==> src/source/afu_params.svh <==
`ifndef AFU_PARAMS_SVH
`define AFU_PARAMS_SVH

// ----------------------------------------
// Stream geometry
// ----------------------------------------

// Width of one stream beat in bits
`define AFU_DATA_W 64

// Segments per beat, each 32 bits wide with 4 keep bits
`define AFU_NUM_SEG 2

// Keep bits per beat, one per byte
`define AFU_KEEP_W (`AFU_DATA_W / 8)

// ----------------------------------------
// Engine sizing
// ----------------------------------------

// Echo FIFO depth in beats, a power of two
`define AFU_ECHO_DEPTH 16

`endif

==> src/source/afu_pkg.sv <==
package afu_pkg;

`include "afu_params.svh"

   // Opcode in bits [63:62] of the first beat
   // OP_STATUS appears only in responses
   typedef enum logic [1:0] {
      OP_ECHO   = 2'd0,
      OP_REPORT = 2'd1,
      OP_DROP   = 2'd2,
      OP_STATUS = 2'd3
   } opcode_e;

   // Internal stream beat
   typedef struct packed {
      logic [`AFU_DATA_W-1:0] data;
      logic [`AFU_KEEP_W-1:0] keep;
      logic                   last;
   } stream_t;

   // Host RX beat
   typedef struct packed {
      logic [`AFU_DATA_W-1:0] data;
      logic [`AFU_KEEP_W-1:0] keep;
      logic                   last;
   } plat_rx_t;

   // Host TX beat with explicit SOP and per-segment EOP
   typedef struct packed {
      logic [`AFU_DATA_W-1:0]  data;
      logic [`AFU_KEEP_W-1:0]  keep;
      logic                    last;
      logic                    sop;
      logic [`AFU_NUM_SEG-1:0] eop;
   } plat_tx_t;

   // Status payload, opcode lands in the top bits of the beat
   typedef struct packed {
      opcode_e     opcode;
      logic [13:0] padding;
      logic [15:0] echo_count;
      logic [15:0] report_count;
      logic [15:0] drop_count;
   } report_t;

   // Arbiter grant
   typedef enum logic {
      ENG_ECHO   = 1'b0,
      ENG_REPORT = 1'b1
   } eng_sel_e;

endpackage

==> src/source/host_chan_adapter.sv <==
`timescale 1ns/1ps

`include "afu_params.svh"

module host_chan_adapter (
   input  logic               plat_ifc,
   input  logic               rst,
   input  afu_pkg::plat_rx_t  host_rx,
   input  logic               host_rx_valid,
   output logic               host_rx_ready,
   output afu_pkg::stream_t   rx_stream,
   output logic               rx_valid,
   input  logic               rx_ready,
   input  afu_pkg::stream_t   tx_stream,
   input  logic               tx_valid,
   output logic               tx_ready,
   output afu_pkg::plat_tx_t  host_tx,
   output logic               host_tx_valid,
   input  logic               host_tx_ready
);

   // Bytes per segment, used to find the first keep bit of each segment
   localparam int SEG_BYTES = `AFU_KEEP_W / `AFU_NUM_SEG;

   // Next TX beat opens a packet
   logic tx_sop;

   // ----------------------------------------
   // RX: host to AFU
   // ----------------------------------------

   assign rx_stream.data = host_rx.data;
   assign rx_stream.keep = host_rx.keep;
   assign rx_stream.last = host_rx.last;
   assign rx_valid       = host_rx_valid;
   assign host_rx_ready  = rx_ready;

   // ----------------------------------------
   // TX: AFU to host
   // ----------------------------------------

   assign host_tx_valid = tx_valid;
   assign tx_ready      = host_tx_ready;

   always_comb
   begin
      host_tx.data = tx_stream.data;
      host_tx.keep = tx_stream.keep;
      host_tx.last = tx_stream.last;
      host_tx.sop  = tx_sop;
      // Only the highest segment holding payload carries EOP
      // Later segments override earlier ones
      host_tx.eop  = '0;
      for (int s = 0; s < `AFU_NUM_SEG; s++)
      begin
         if (tx_stream.keep[s * SEG_BYTES])
         begin
            host_tx.eop    = '0;
            host_tx.eop[s] = tx_stream.last;
         end
      end
   end

   // SOP tracking, reopens after each accepted last beat
   always_ff @(posedge plat_ifc)
   begin
      if (rst)
      begin
         tx_sop <= 1'b1;
      end
      else if (tx_valid && host_tx_ready)
      begin
         tx_sop <= tx_stream.last;
      end
   end

   // Arbiter must keep a stalled TX beat steady until the host takes it
   tx_hold_a : assert property (@(posedge plat_ifc) disable iff (rst)
      host_tx_valid && !host_tx_ready |=> host_tx_valid && $stable(host_tx))
      else $error("host_tx beat changed or dropped before acceptance");

endmodule

==> src/source/rx_dispatch.sv <==
`timescale 1ns/1ps

`include "afu_params.svh"

module rx_dispatch (
   input  logic              plat_ifc,
   input  logic              rst,
   input  afu_pkg::stream_t  rx_stream,
   input  logic              rx_valid,
   output logic              rx_ready,
   output afu_pkg::stream_t  echo_in,
   output logic              echo_valid,
   input  logic              echo_ready,
   output logic              report_req,
   input  logic              report_ready,
   output logic [15:0]       echo_count,
   output logic [15:0]       report_count,
   output logic [15:0]       drop_count
);

   typedef enum logic {
      S_HEAD,
      S_BODY
   } state_e;

   state_e            state_q;
   afu_pkg::opcode_e  head_op;
   afu_pkg::opcode_e  dest_op;
   afu_pkg::opcode_e  dest_q;
   logic              head_beat;
   logic              rx_fire;

   // Opcode sits in the two top bits of the first beat
   assign head_op   = afu_pkg::opcode_e'(rx_stream.data[`AFU_DATA_W-1 -: 2]);
   assign head_beat = (state_q == S_HEAD);
   // Destination is decoded live on the head, latched for the body
   assign dest_op   = head_beat ? head_op : dest_q;
   assign rx_fire   = rx_valid && rx_ready;
   assign echo_in   = rx_stream;

   // ----------------------------------------
   // Steering
   // ----------------------------------------

   always_comb
   begin
      echo_valid = 1'b0;
      report_req = 1'b0;
      rx_ready   = 1'b1;
      case (dest_op)
         afu_pkg::OP_ECHO:
         begin
            echo_valid = rx_valid;
            rx_ready   = echo_ready;
         end
         afu_pkg::OP_REPORT:
         begin
            // Head waits for a free report slot, body beats are absorbed
            if (head_beat)
            begin
               rx_ready   = report_ready;
               report_req = rx_valid && report_ready;
            end
         end
         default:
         begin
            // Drop, and a stray status opcode from the host, sink everything
            rx_ready = 1'b1;
         end
      endcase
   end

   // ----------------------------------------
   // Packet state and counters
   // ----------------------------------------

   always_ff @(posedge plat_ifc)
   begin
      if (rst)
      begin
         state_q      <= S_HEAD;
         dest_q       <= afu_pkg::OP_DROP;
         echo_count   <= '0;
         report_count <= '0;
         drop_count   <= '0;
      end
      else if (rx_fire)
      begin
         if (head_beat)
         begin
            dest_q <= head_op;
            case (head_op)
               afu_pkg::OP_ECHO:   echo_count   <= echo_count + 16'd1;
               afu_pkg::OP_REPORT: report_count <= report_count + 16'd1;
               default:            drop_count   <= drop_count + 16'd1;
            endcase
         end
         state_q <= rx_stream.last ? S_HEAD : S_BODY;
      end
   end

   // Request only into a free report slot, which the engine then occupies
   report_req_a : assert property (@(posedge plat_ifc) disable iff (rst)
      report_req |-> report_ready ##1 !report_ready)
      else $error("report_req issued without a free report slot");

endmodule

==> src/source/lb_echo_engine.sv <==
`timescale 1ns/1ps

`include "afu_params.svh"

module lb_echo_engine (
   input  logic              plat_ifc,
   input  logic              rst,
   input  afu_pkg::stream_t  echo_in,
   input  logic              echo_valid,
   output logic              echo_ready,
   output afu_pkg::stream_t  out_stream,
   output logic              out_valid,
   input  logic              out_ready
);

   localparam int DEPTH = `AFU_ECHO_DEPTH;
   localparam int AW    = $clog2(DEPTH);

   // Beat storage
   afu_pkg::stream_t mem [DEPTH];

   // Pointers carry one wrap bit above the index
   logic [AW:0] wr_ptr;
   logic [AW:0] rd_ptr;
   logic        full;
   logic        empty;
   logic        wr;
   logic        rd;

   assign empty = (wr_ptr == rd_ptr);
   assign full  = (wr_ptr[AW] != rd_ptr[AW]) && (wr_ptr[AW-1:0] == rd_ptr[AW-1:0]);

   assign echo_ready = !full;
   assign wr         = echo_valid && echo_ready;

   assign out_valid  = !empty;
   assign out_stream = mem[rd_ptr[AW-1:0]];
   assign rd         = out_valid && out_ready;

   // ----------------------------------------
   // Storage write
   // ----------------------------------------

   always_ff @(posedge plat_ifc)
   begin
      if (wr)
      begin
         mem[wr_ptr[AW-1:0]] <= echo_in;
      end
   end

   // ----------------------------------------
   // Pointers
   // ----------------------------------------

   always_ff @(posedge plat_ifc)
   begin
      if (rst)
      begin
         wr_ptr <= '0;
         rd_ptr <= '0;
      end
      else
      begin
         if (wr)
         begin
            wr_ptr <= wr_ptr + 1'b1;
         end
         if (rd)
         begin
            rd_ptr <= rd_ptr + 1'b1;
         end
      end
   end

   // A beat refused while the FIFO is full stays on the input until written
   full_hold_a : assert property (@(posedge plat_ifc) disable iff (rst)
      echo_valid && full |=> echo_valid && $stable(echo_in))
      else $error("echo beat changed or dropped while the FIFO was full");

endmodule

==> src/source/lb_report_engine.sv <==
`timescale 1ns/1ps

module lb_report_engine (
   input  logic              plat_ifc,
   input  logic              rst,
   input  logic              report_req,
   output logic              report_ready,
   input  logic [15:0]       echo_count,
   input  logic [15:0]       report_count,
   input  logic [15:0]       drop_count,
   output afu_pkg::stream_t  out_stream,
   output logic              out_valid,
   input  logic              out_ready
);

   // One status beat waiting for the arbiter
   logic             pending_q;
   afu_pkg::report_t payload_q;

   assign report_ready = !pending_q;
   assign out_valid    = pending_q;

   // Single-beat response, all bytes valid
   assign out_stream.data = payload_q;
   assign out_stream.keep = '1;
   assign out_stream.last = 1'b1;

   // ----------------------------------------
   // Payload capture
   // ----------------------------------------

   always_ff @(posedge plat_ifc)
   begin
      if (report_req)
      begin
         payload_q.opcode       <= afu_pkg::OP_STATUS;
         payload_q.padding      <= '0;
         payload_q.echo_count   <= echo_count;
         payload_q.report_count <= report_count;
         payload_q.drop_count   <= drop_count;
      end
   end

   // Request and send never overlap since requests need an empty slot
   always_ff @(posedge plat_ifc)
   begin
      if (rst)
      begin
         pending_q <= 1'b0;
      end
      else if (report_req)
      begin
         pending_q <= 1'b1;
      end
      else if (out_valid && out_ready)
      begin
         pending_q <= 1'b0;
      end
   end

endmodule

==> src/source/tx_arbiter.sv <==
`timescale 1ns/1ps

module tx_arbiter (
   input  logic              plat_ifc,
   input  logic              rst,
   input  afu_pkg::stream_t  echo_stream,
   input  logic              echo_valid,
   output logic              echo_ready,
   input  afu_pkg::stream_t  report_stream,
   input  logic              report_valid,
   output logic              report_ready,
   output afu_pkg::stream_t  tx_stream,
   output logic              tx_valid,
   input  logic              tx_ready
);

   // Last served engine, and packet lock once a beat is presented
   afu_pkg::eng_sel_e grant_q;
   logic              lock_q;
   afu_pkg::eng_sel_e pick;
   afu_pkg::eng_sel_e sel;

   // Round robin, the other engine goes first when both wait
   always_comb
   begin
      if (grant_q == afu_pkg::ENG_ECHO)
      begin
         pick = report_valid ? afu_pkg::ENG_REPORT : afu_pkg::ENG_ECHO;
      end
      else
      begin
         pick = echo_valid ? afu_pkg::ENG_ECHO : afu_pkg::ENG_REPORT;
      end
   end

   assign sel = lock_q ? grant_q : pick;

   // Datapath mux
   assign tx_stream    = (sel == afu_pkg::ENG_ECHO) ? echo_stream : report_stream;
   assign tx_valid     = (sel == afu_pkg::ENG_ECHO) ? echo_valid : report_valid;
   assign echo_ready   = tx_ready && (sel == afu_pkg::ENG_ECHO);
   assign report_ready = tx_ready && (sel == afu_pkg::ENG_REPORT);

   // Lock holds from the first presented beat until its last beat leaves
   always_ff @(posedge plat_ifc)
   begin
      if (rst)
      begin
         grant_q <= afu_pkg::ENG_REPORT;
         lock_q  <= 1'b0;
      end
      else if (tx_valid)
      begin
         grant_q <= sel;
         lock_q  <= !(tx_ready && tx_stream.last);
      end
   end

   grant_stable_a : assert property (@(posedge plat_ifc) disable iff (rst)
      tx_valid && !(tx_ready && tx_stream.last) |=> sel == $past(sel))
      else $error("grant moved while a packet was open");

endmodule

==> src/source/plat_afu_top.sv <==
`timescale 1ns/1ps

module plat_afu_top (
   input  logic               plat_ifc,
   input  logic               rst,
   input  afu_pkg::plat_rx_t  host_rx,
   input  logic               host_rx_valid,
   output logic               host_rx_ready,
   output afu_pkg::plat_tx_t  host_tx,
   output logic               host_tx_valid,
   input  logic               host_tx_ready
);

   // ----------------------------------------
   // Internal streams
   // ----------------------------------------

   afu_pkg::stream_t rx_stream;
   logic             rx_valid;
   logic             rx_ready;

   afu_pkg::stream_t echo_in;
   logic             echo_in_valid;
   logic             echo_in_ready;

   afu_pkg::stream_t echo_out;
   logic             echo_out_valid;
   logic             echo_out_ready;

   afu_pkg::stream_t report_out;
   logic             report_out_valid;
   logic             report_out_ready;

   afu_pkg::stream_t tx_stream;
   logic             tx_valid;
   logic             tx_ready;

   // Report request path
   logic        report_req;
   logic        report_ready;
   logic [15:0] echo_count;
   logic [15:0] report_count;
   logic [15:0] drop_count;

   host_chan_adapter i_host_chan_adapter (
      .plat_ifc      (plat_ifc),
      .rst           (rst),
      .host_rx       (host_rx),
      .host_rx_valid (host_rx_valid),
      .host_rx_ready (host_rx_ready),
      .rx_stream     (rx_stream),
      .rx_valid      (rx_valid),
      .rx_ready      (rx_ready),
      .tx_stream     (tx_stream),
      .tx_valid      (tx_valid),
      .tx_ready      (tx_ready),
      .host_tx       (host_tx),
      .host_tx_valid (host_tx_valid),
      .host_tx_ready (host_tx_ready)
   );

   rx_dispatch i_rx_dispatch (
      .plat_ifc     (plat_ifc),
      .rst          (rst),
      .rx_stream    (rx_stream),
      .rx_valid     (rx_valid),
      .rx_ready     (rx_ready),
      .echo_in      (echo_in),
      .echo_valid   (echo_in_valid),
      .echo_ready   (echo_in_ready),
      .report_req   (report_req),
      .report_ready (report_ready),
      .echo_count   (echo_count),
      .report_count (report_count),
      .drop_count   (drop_count)
   );

   lb_echo_engine i_lb_echo_engine (
      .plat_ifc   (plat_ifc),
      .rst        (rst),
      .echo_in    (echo_in),
      .echo_valid (echo_in_valid),
      .echo_ready (echo_in_ready),
      .out_stream (echo_out),
      .out_valid  (echo_out_valid),
      .out_ready  (echo_out_ready)
   );

   lb_report_engine i_lb_report_engine (
      .plat_ifc     (plat_ifc),
      .rst          (rst),
      .report_req   (report_req),
      .report_ready (report_ready),
      .echo_count   (echo_count),
      .report_count (report_count),
      .drop_count   (drop_count),
      .out_stream   (report_out),
      .out_valid    (report_out_valid),
      .out_ready    (report_out_ready)
   );

   // Packet-atomic merge of both engines onto the TX stream
   tx_arbiter i_tx_arbiter (
      .plat_ifc      (plat_ifc),
      .rst           (rst),
      .echo_stream   (echo_out),
      .echo_valid    (echo_out_valid),
      .echo_ready    (echo_out_ready),
      .report_stream (report_out),
      .report_valid  (report_out_valid),
      .report_ready  (report_out_ready),
      .tx_stream     (tx_stream),
      .tx_valid      (tx_valid),
      .tx_ready      (tx_ready)
   );

endmodule

==> config.mk <==
export PLATFORM = sky130hd
export DESIGN_NAME = plat_afu_top
export DESIGN_NICKNAME = d
export VERILOG_FILES = /design/src/source/afu_pkg.sv /design/src/source/host_chan_adapter.sv /design/src/source/rx_dispatch.sv /design/src/source/lb_echo_engine.sv /design/src/source/lb_report_engine.sv /design/src/source/tx_arbiter.sv /design/src/source/plat_afu_top.sv
export VERILOG_INCLUDE_DIRS = /design/src /design/src/source
export SDC_FILE = /design/constraint.sdc
export NUM_CORES = 1
export LEC_CHECK = 0
export BUFFER_PORTS_ARGS = -buffer_cell sky130_fd_sc_hd__buf_2
export CAP_MARGIN = 20
export CELL_PAD_IN_SITES_DETAIL_PLACEMENT = 2
export CELL_PAD_IN_SITES_GLOBAL_PLACEMENT = 2
export CORE_MARGIN = 2
export CORE_UTILIZATION = 45
export DETAILED_ROUTE_END_ITERATION = 12
export PLACE_DENSITY_LB_ADDON = 0.08
export SETUP_SLACK_MARGIN = 0.02
export SYNTH_ARGS = -nofsm -noshare
export SYNTH_HDL_FRONTEND = slang
export SYNTH_SLANG_ARGS = --single-unit
export TNS_END_PERCENT = 50
==> constraint.sdc <==
create_clock -name plat_ifc -period 6.71 [get_ports plat_ifc]
set_input_delay 0.671 -clock plat_ifc [delete_from_list [all_inputs] [get_ports plat_ifc]]
set_output_delay 0.671 -clock plat_ifc [all_outputs]
set_load 0.05 [all_outputs]
; ---- Word-level counts from Yosys, hierarchy flattened
; Memories as Yosys holds them, arrays and structs flattened. A register that Yosys moved wholly into a read port is not among the register bits.
; Cells that the tools add are included.
[word_totals]
reg_bits = 113
ram_bits = 1168
input_bits = 77
word_cells = 70
mem_count = 1
[op_classes]
add_sub_neg = 5
n_eq_ne = 5
mux = 21
n_bitwise = 3
n_reduce_logical = 21
[memory_table]
columns = memory, words, width, rd, rd_ports_with_merged_regs, write_ports, line
row1 = i_lb_echo_engine.mem, 16, 73, 1, 1, 1, lb_echo_engine.sv:20  ; afu_pkg::stream_t mem [DEPTH];
[ops]
columns = cell, n
row1 = 2-to-1 mux 73 bit, 1
row2 = adder 16 x 1 -> 16 bit (second input constant), 3
row3 = 2-to-1 mux 1 bit, 15
row4 = adder 5 x 1 -> 5 bit (second input constant), 2
row5 = logical AND 1 bit, 10
row6 = AND reduction 3 bit, 3
row7 = 2-to-1 mux 4 bit, 2
row8 = == test 5 bit, 1
row9 = == test 2 x 1 -> 1 bit (second input constant), 2
row10 = == test 4 bit, 1
row11 = zero test 1 bit, 4
row12 = zero test 2 bit, 2
row13 = 2-to-1 mux 2 bit, 2
row14 = inverter 1 bit, 3
row15 = one-hot mux 1 bit (2 select lines), 1
row16 = nonzero test 2 bit, 1
row17 = OR reduction 2 bit, 1
row18 = inequality test 1 bit, 1

; ---- Logic depth before layout (Yosys ltp)
[depth]
word_depth = 9
mapped_depth = 8
depth_no_buf = 6

; ---- Cells and area by module
; A second synthesis with hierarchy kept.
[hier_totals]
hier_cells = 2406
hier_area_um2 = 51663.3
[by_module_without_submodules]
columns = mod, instances, cells_per_inst, area_per_inst_um2, seq_area_each_um2
row1 = lb_echo_engine, 1, 1721, 44666.6, 35353.9
row2 = rx_dispatch, 1, 348, 2894.0, 1021.0
row3 = lb_report_engine, 1, 80, 1679.1, 1461.4
row4 = tx_arbiter, 1, 100, 1238.7, 40.0
row5 = host_chan_adapter, 1, 157, 1184.9, 20.0

; ---- Worst setup path before layout
; Ideal clock, no wire load.
[synth_timing]
path_type = input to register
from = input host_rx[71] in the netlist's numbering
to = memory i_lb_echo_engine.mem[3][0] in the netlist's numbering, enable pin
setup_ns = 0.594
t_arrival_ns = 6.242
required_time_ns = 6.116
path_slack_ns = -0.127
stages = 4
path_buffers = 0
cell_sequence = nor3_1 > o21a_1 > o211ai_1 > nor3_1
[synth_between]
elab_chain_cells = 6
[synth_rtl]
columns = element, line
row1 = start: declaration, plat_afu_top.sv:6  ; input afu_pkg::plat_rx_t host_rx,
row2 = 2-to-1 mux 2 bit, rx_dispatch.sv:37  ; assign dest_op = head_beat ? head_op : dest_q;
row3 = zero test 2 bit, rx_dispatch.sv:50  ; case (dest_op)
row4 = 2-to-1 mux 1 bit, rx_dispatch.sv:50
row5 = logical AND 1 bit, lb_echo_engine.sv:34  ; assign wr = echo_valid && echo_ready;
row6 = 2-to-1 mux 1 bit, lb_echo_engine.sv:46  ; if (wr)
row7 = 2-to-1 mux 1 bit (not written as such), lb_echo_engine.sv:48  ; mem[wr_ptr[AW-1:0]] <= echo_in;
row8 = end: declaration, lb_echo_engine.sv:20
; Every way passes these cells.

==> impl_metrics.env <==
export IMPL_status="finished, final reports clean"
export IMPL_rsz0062_at_grt="false"
export IMPL_dp_cells=3647
export IMPL_relSlewSlack_pct=26.8
export IMPL_r2r_start="i_lb_echo_engine.wr_ptr[2]$_SDFFE_PP0P_"
export IMPL_crit_family="flip-flops"
export IMPL_netlist_instances=2146
export IMPL_firstDrtPassIters=5
export IMPL_critPathSlowestCell="dfxtp_4"
export IMPL_cp_buffers_inverters=2
export IMPL_synth_edf_count=1216
export IMPL_numPortBuffers=154
export IMPL_final_layout_size_suffix_gt1_share_pct=33.2
export IMPL_drt_wl_total_mm=132
export IMPL_cts_root_buf="clkbuf_16"
export IMPL_ios=155
export IMPL_crit_chain="buf_12 -> mux4_2 -> nor2b_1 -> a211oi_1 -> a21oi_1 -> nor4bb_1 -> buf_2"
export IMPL_synth_xor_area_share_pct=0.746
export IMPL_multi_input_area_um2=10900
export IMPL_final_setup_viol_count=0
export IMPL_fill_cells=9147
export IMPL_post_cts_repair_setup_buffers=0
export IMPL_rows=121
export IMPL_netlist_area_um2=49300
export IMPL_initial_utilization_pct=45.3
export IMPL_regArea_um2=37900
export IMPL_synthMuxAreaShare_pct=18.0
export IMPL_p_leak_nw=17.4
export IMPL_cts_max_level=4
export IMPL_timing_rr_end="i_lb_echo_engine.mem[13][27]$_DFFE_PP_"
export IMPL_worstSetupPathType="flop to primary output"
export IMPL_synth_compound_area_share_pct=0.900
export IMPL_clk_insertion_delay_late_ns=0.74
export IMPL_fin_nets=2461
export IMPL_hpwl_mm=76.4
export IMPL_drc=0
export IMPL_cts_tree="done"
export IMPL_synth_distinct_cells=61
export IMPL_arrival_ns=4.13
export IMPL_ir_drop_uv=259
export IMPL_worstHoldPathType="input pin to flop"
export IMPL_grt_max_degree=96
export IMPL_first_iter_violations=2000
export IMPL_first_global_vias=26100
export IMPL_synth_area_per_cell_um2=23.0
export IMPL_fmax_mhz=208
export IMPL_yosysWarnings=0
export IMPL_holdPathEnd="i_lb_report_engine.out_valid$_SDFFE_PP0P_"
export IMPL_yosys_register_bits=1285
export IMPL_cpPeakStageDelay_ns=0.93
export IMPL_cts_hold_buf=0
export IMPL_dieArea_um2=112000
export IMPL_hold_viol=0
export IMPL_synth_seq_area_share_pct=76.8
export IMPL_synthAdderAreaFrac_pct=0.203
export IMPL_synth_net_count=2231
export IMPL_drv_cap=0
export IMPL_synthSimpleGateAreaFrac_pct=2.13
export IMPL_power_total_mw=17.8
export IMPL_pre_cts_ws_ns=2.10
export IMPL_core_um2=109000
export IMPL_vias=23300
export IMPL_hp_start="host_tx_ready"
export IMPL_min_period_over_period_pct=71.6
export IMPL_synth_async_reset_ratio_pct=0
export IMPL_synthFlopType="edfxtp_1"
export IMPL_clk_pin_slew_worst_paths_ns=0.06
export IMPL_r2r_setup_slack_ns=3.10
export IMPL_fin_util_pct=51.7
export IMPL_skew_ns=0.0179
export IMPL_die_y_um=335
export IMPL_wl_per_cell_um=33.9
export IMPL_area_delta_synth_final_pct=14.1
export IMPL_postRouteAntennaNets=0
export IMPL_grt_util_all_layers_pct=24.2
export IMPL_avgViaCountPerCell=5.98
export IMPL_grt_pass1_wl_mm=192
export IMPL_rr_worst_depth=6
export IMPL_crit_fanout=84
export IMPL_period_minus_slack_ns=4.80
export IMPL_worstPathRequired_ns=6.04
export IMPL_clock_tree_buffer_depth=3
export IMPL_hold_path_cell_count=2
export IMPL_fin_tns_setup_ns=0
export IMPL_cts_sinks=1285
export IMPL_final_cells=3904
export IMPL_overflow=0
export IMPL_critPathLaunchType="flop"
export IMPL_gp_congestion=0.734
export IMPL_ctsResizeCount=0
export IMPL_fp_dieW_um=335
export IMPL_crit_path_end_kind="primary output"
export IMPL_fin_ws_ns=1.91
export IMPL_synth_top_family_by_area="multiplexers"
export IMPL_numCtsBuffers=138
export IMPL_antenna_found_initial=9
export IMPL_power_density_nw_per_um2=315
export IMPL_tightest_slew_ns=1.10
export IMPL_drv_slew=0
[cells by family after synthesis]
logic type / count (synthesis)
mux: 426
fa+ha+maj: 8
buf+inv: 125
simple gates: 195
flops: 1285
xor+xnor: 42
compound gates: 65
[layout make-up]
cell class,count,area share (%)
Multi-Input combinational cell,736,19.4
Clock inverter,61,0.920
Tap cell,1414,3.14
Timing Repair Buffer,199,2.27
Inverter,16,0.116
Antenna cell,1,0.00444
Sequential cell,1285,67.3
Clock buffer,192,6.83
[metrics by stage]
step / area [µm²] / hold WS [ns]
3_5_place_dp: 51900 / 0.438
5_1_grt: 56300 / 0.279
2_1_floorplan: 49300 / 0.406
6_report: 56300 / 0.281
3_3_place_gp: 51800 / 0.429
4_1_cts: 56300 / 0.218
[power by group]
part | switching [mW] | internal, mW | leakage, nW
clock network | 3.09 | 4.31 | 2.13
registers | 0.0380 | 8.80 | 11.6
logic | 0.978 | 0.543 | 3.73
total | 4.10 | 13.7 | 17.4
[flip-flops by register name, summed over array words and instances, names as in the netlist, named ones only]
register	flops
i_tx_arbiter.lock_q	1
i_rx_dispatch.echo_count	16
i_rx_dispatch.report_count	16
i_rx_dispatch.drop_count	16
i_host_chan_adapter.tx_sop	1
i_lb_echo_engine.wr_ptr	5
i_rx_dispatch.state_q	1
i_tx_arbiter.grant_q	1
i_lb_report_engine.out_valid	1
i_lb_echo_engine.rd_ptr	5
i_lb_report_engine.out_stream	48
i_rx_dispatch.dest_q	2
i_lb_echo_engine.mem	1168
[per-layer routing]
metal,share of wire [%],wire [µm],global-route usage (%),up-vias
met5,0.017,23,0,-
met4,1.8,2350,5.92,4
met3,4.5,6000,3.85,170
met2,51,67700,41.0,619
met1,43,56300,32.9,13000
li1,-,-,-,9567
[Yosys cell counts, types with 4 or more instances]
cell,n,area [µm²]
nor4_1,6,37.5
inv_1,15,56.3
edfxtp_1,1216,36500
or4_1,5,37.5
a21oi_1,17,85.1
nand2_1,16,60.1
mux2_2,51,574
o311ai_1,4,35.0
nand4_1,10,62.6
xnor2_1,25,219
o21ai_1,4,20.0
o21ai_0,9,45.0
buf_2,26,130
dfxtp_1,69,1380
o31ai_1,5,37.5
buf_6,15,169
clkbuf_1,56,210
mux2i_1,10,100
ha_1,8,100
nor2_1,59,221
a211oi_1,4,30.0
xor2_1,17,149
mux4_2,362,8150
and3_1,14,87.6
buf_1,10,37.5
nor2b_1,22,138
or3_1,9,56.3
nor3_1,10,50.1
nand3_1,13,65.1
or2_1,10,62.6
[layout by cell type (no fill, tap or decap), types with 8 or more instances in the layout]
master     Yosys  final
edfxtp_1    1216   1216
mux4_2       362    362
buf_2         26    154
clkbuf_16      0    144
dfxtp_1       69     66
nor2_1        59     58
mux2_2        51     51
clkbuf_1      56     42
buf_4          2     34
xnor2_1       25     25
clkinv_1       1     24
nor2b_1       22     20
clkinv_2       0     19
a21oi_1       17     17
xor2_1        17     17
nand2_1       16     16
inv_1         15     15
and3_4         0     13
nand3_1       13     13
mux2i_1       10     10
or2_1         10     10
nand4_1       10     10
o21ai_0        9      9
nor3_1        10      9
or3_1          9      9
inv_6          0      8
ha_1           8      8
bufinv_16      0      8
[worst max-delay path by stage]
stage           startpoint                                     to  slack (ns)  depth (start not counted)
2_1_floorplan  host_rx[71]   i_lb_echo_engine.mem[7][0]$_DFFE_PP_        1.67                          4
6_report              flop                             host_tx[0]        1.91                          7
4_1_cts               flop                             host_tx[0]        1.86                          7
3_3_place_gp   host_rx[71]  i_lb_echo_engine.mem[1][48]$_DFFE_PP_        2.36                          6
5_1_grt               flop                             host_tx[0]        1.77                          7
3_5_place_dp   host_rx[71]  i_lb_echo_engine.mem[4][59]$_DFFE_PP_        2.10                          6
No activity file was read; power rests on OpenSTA's default activity.
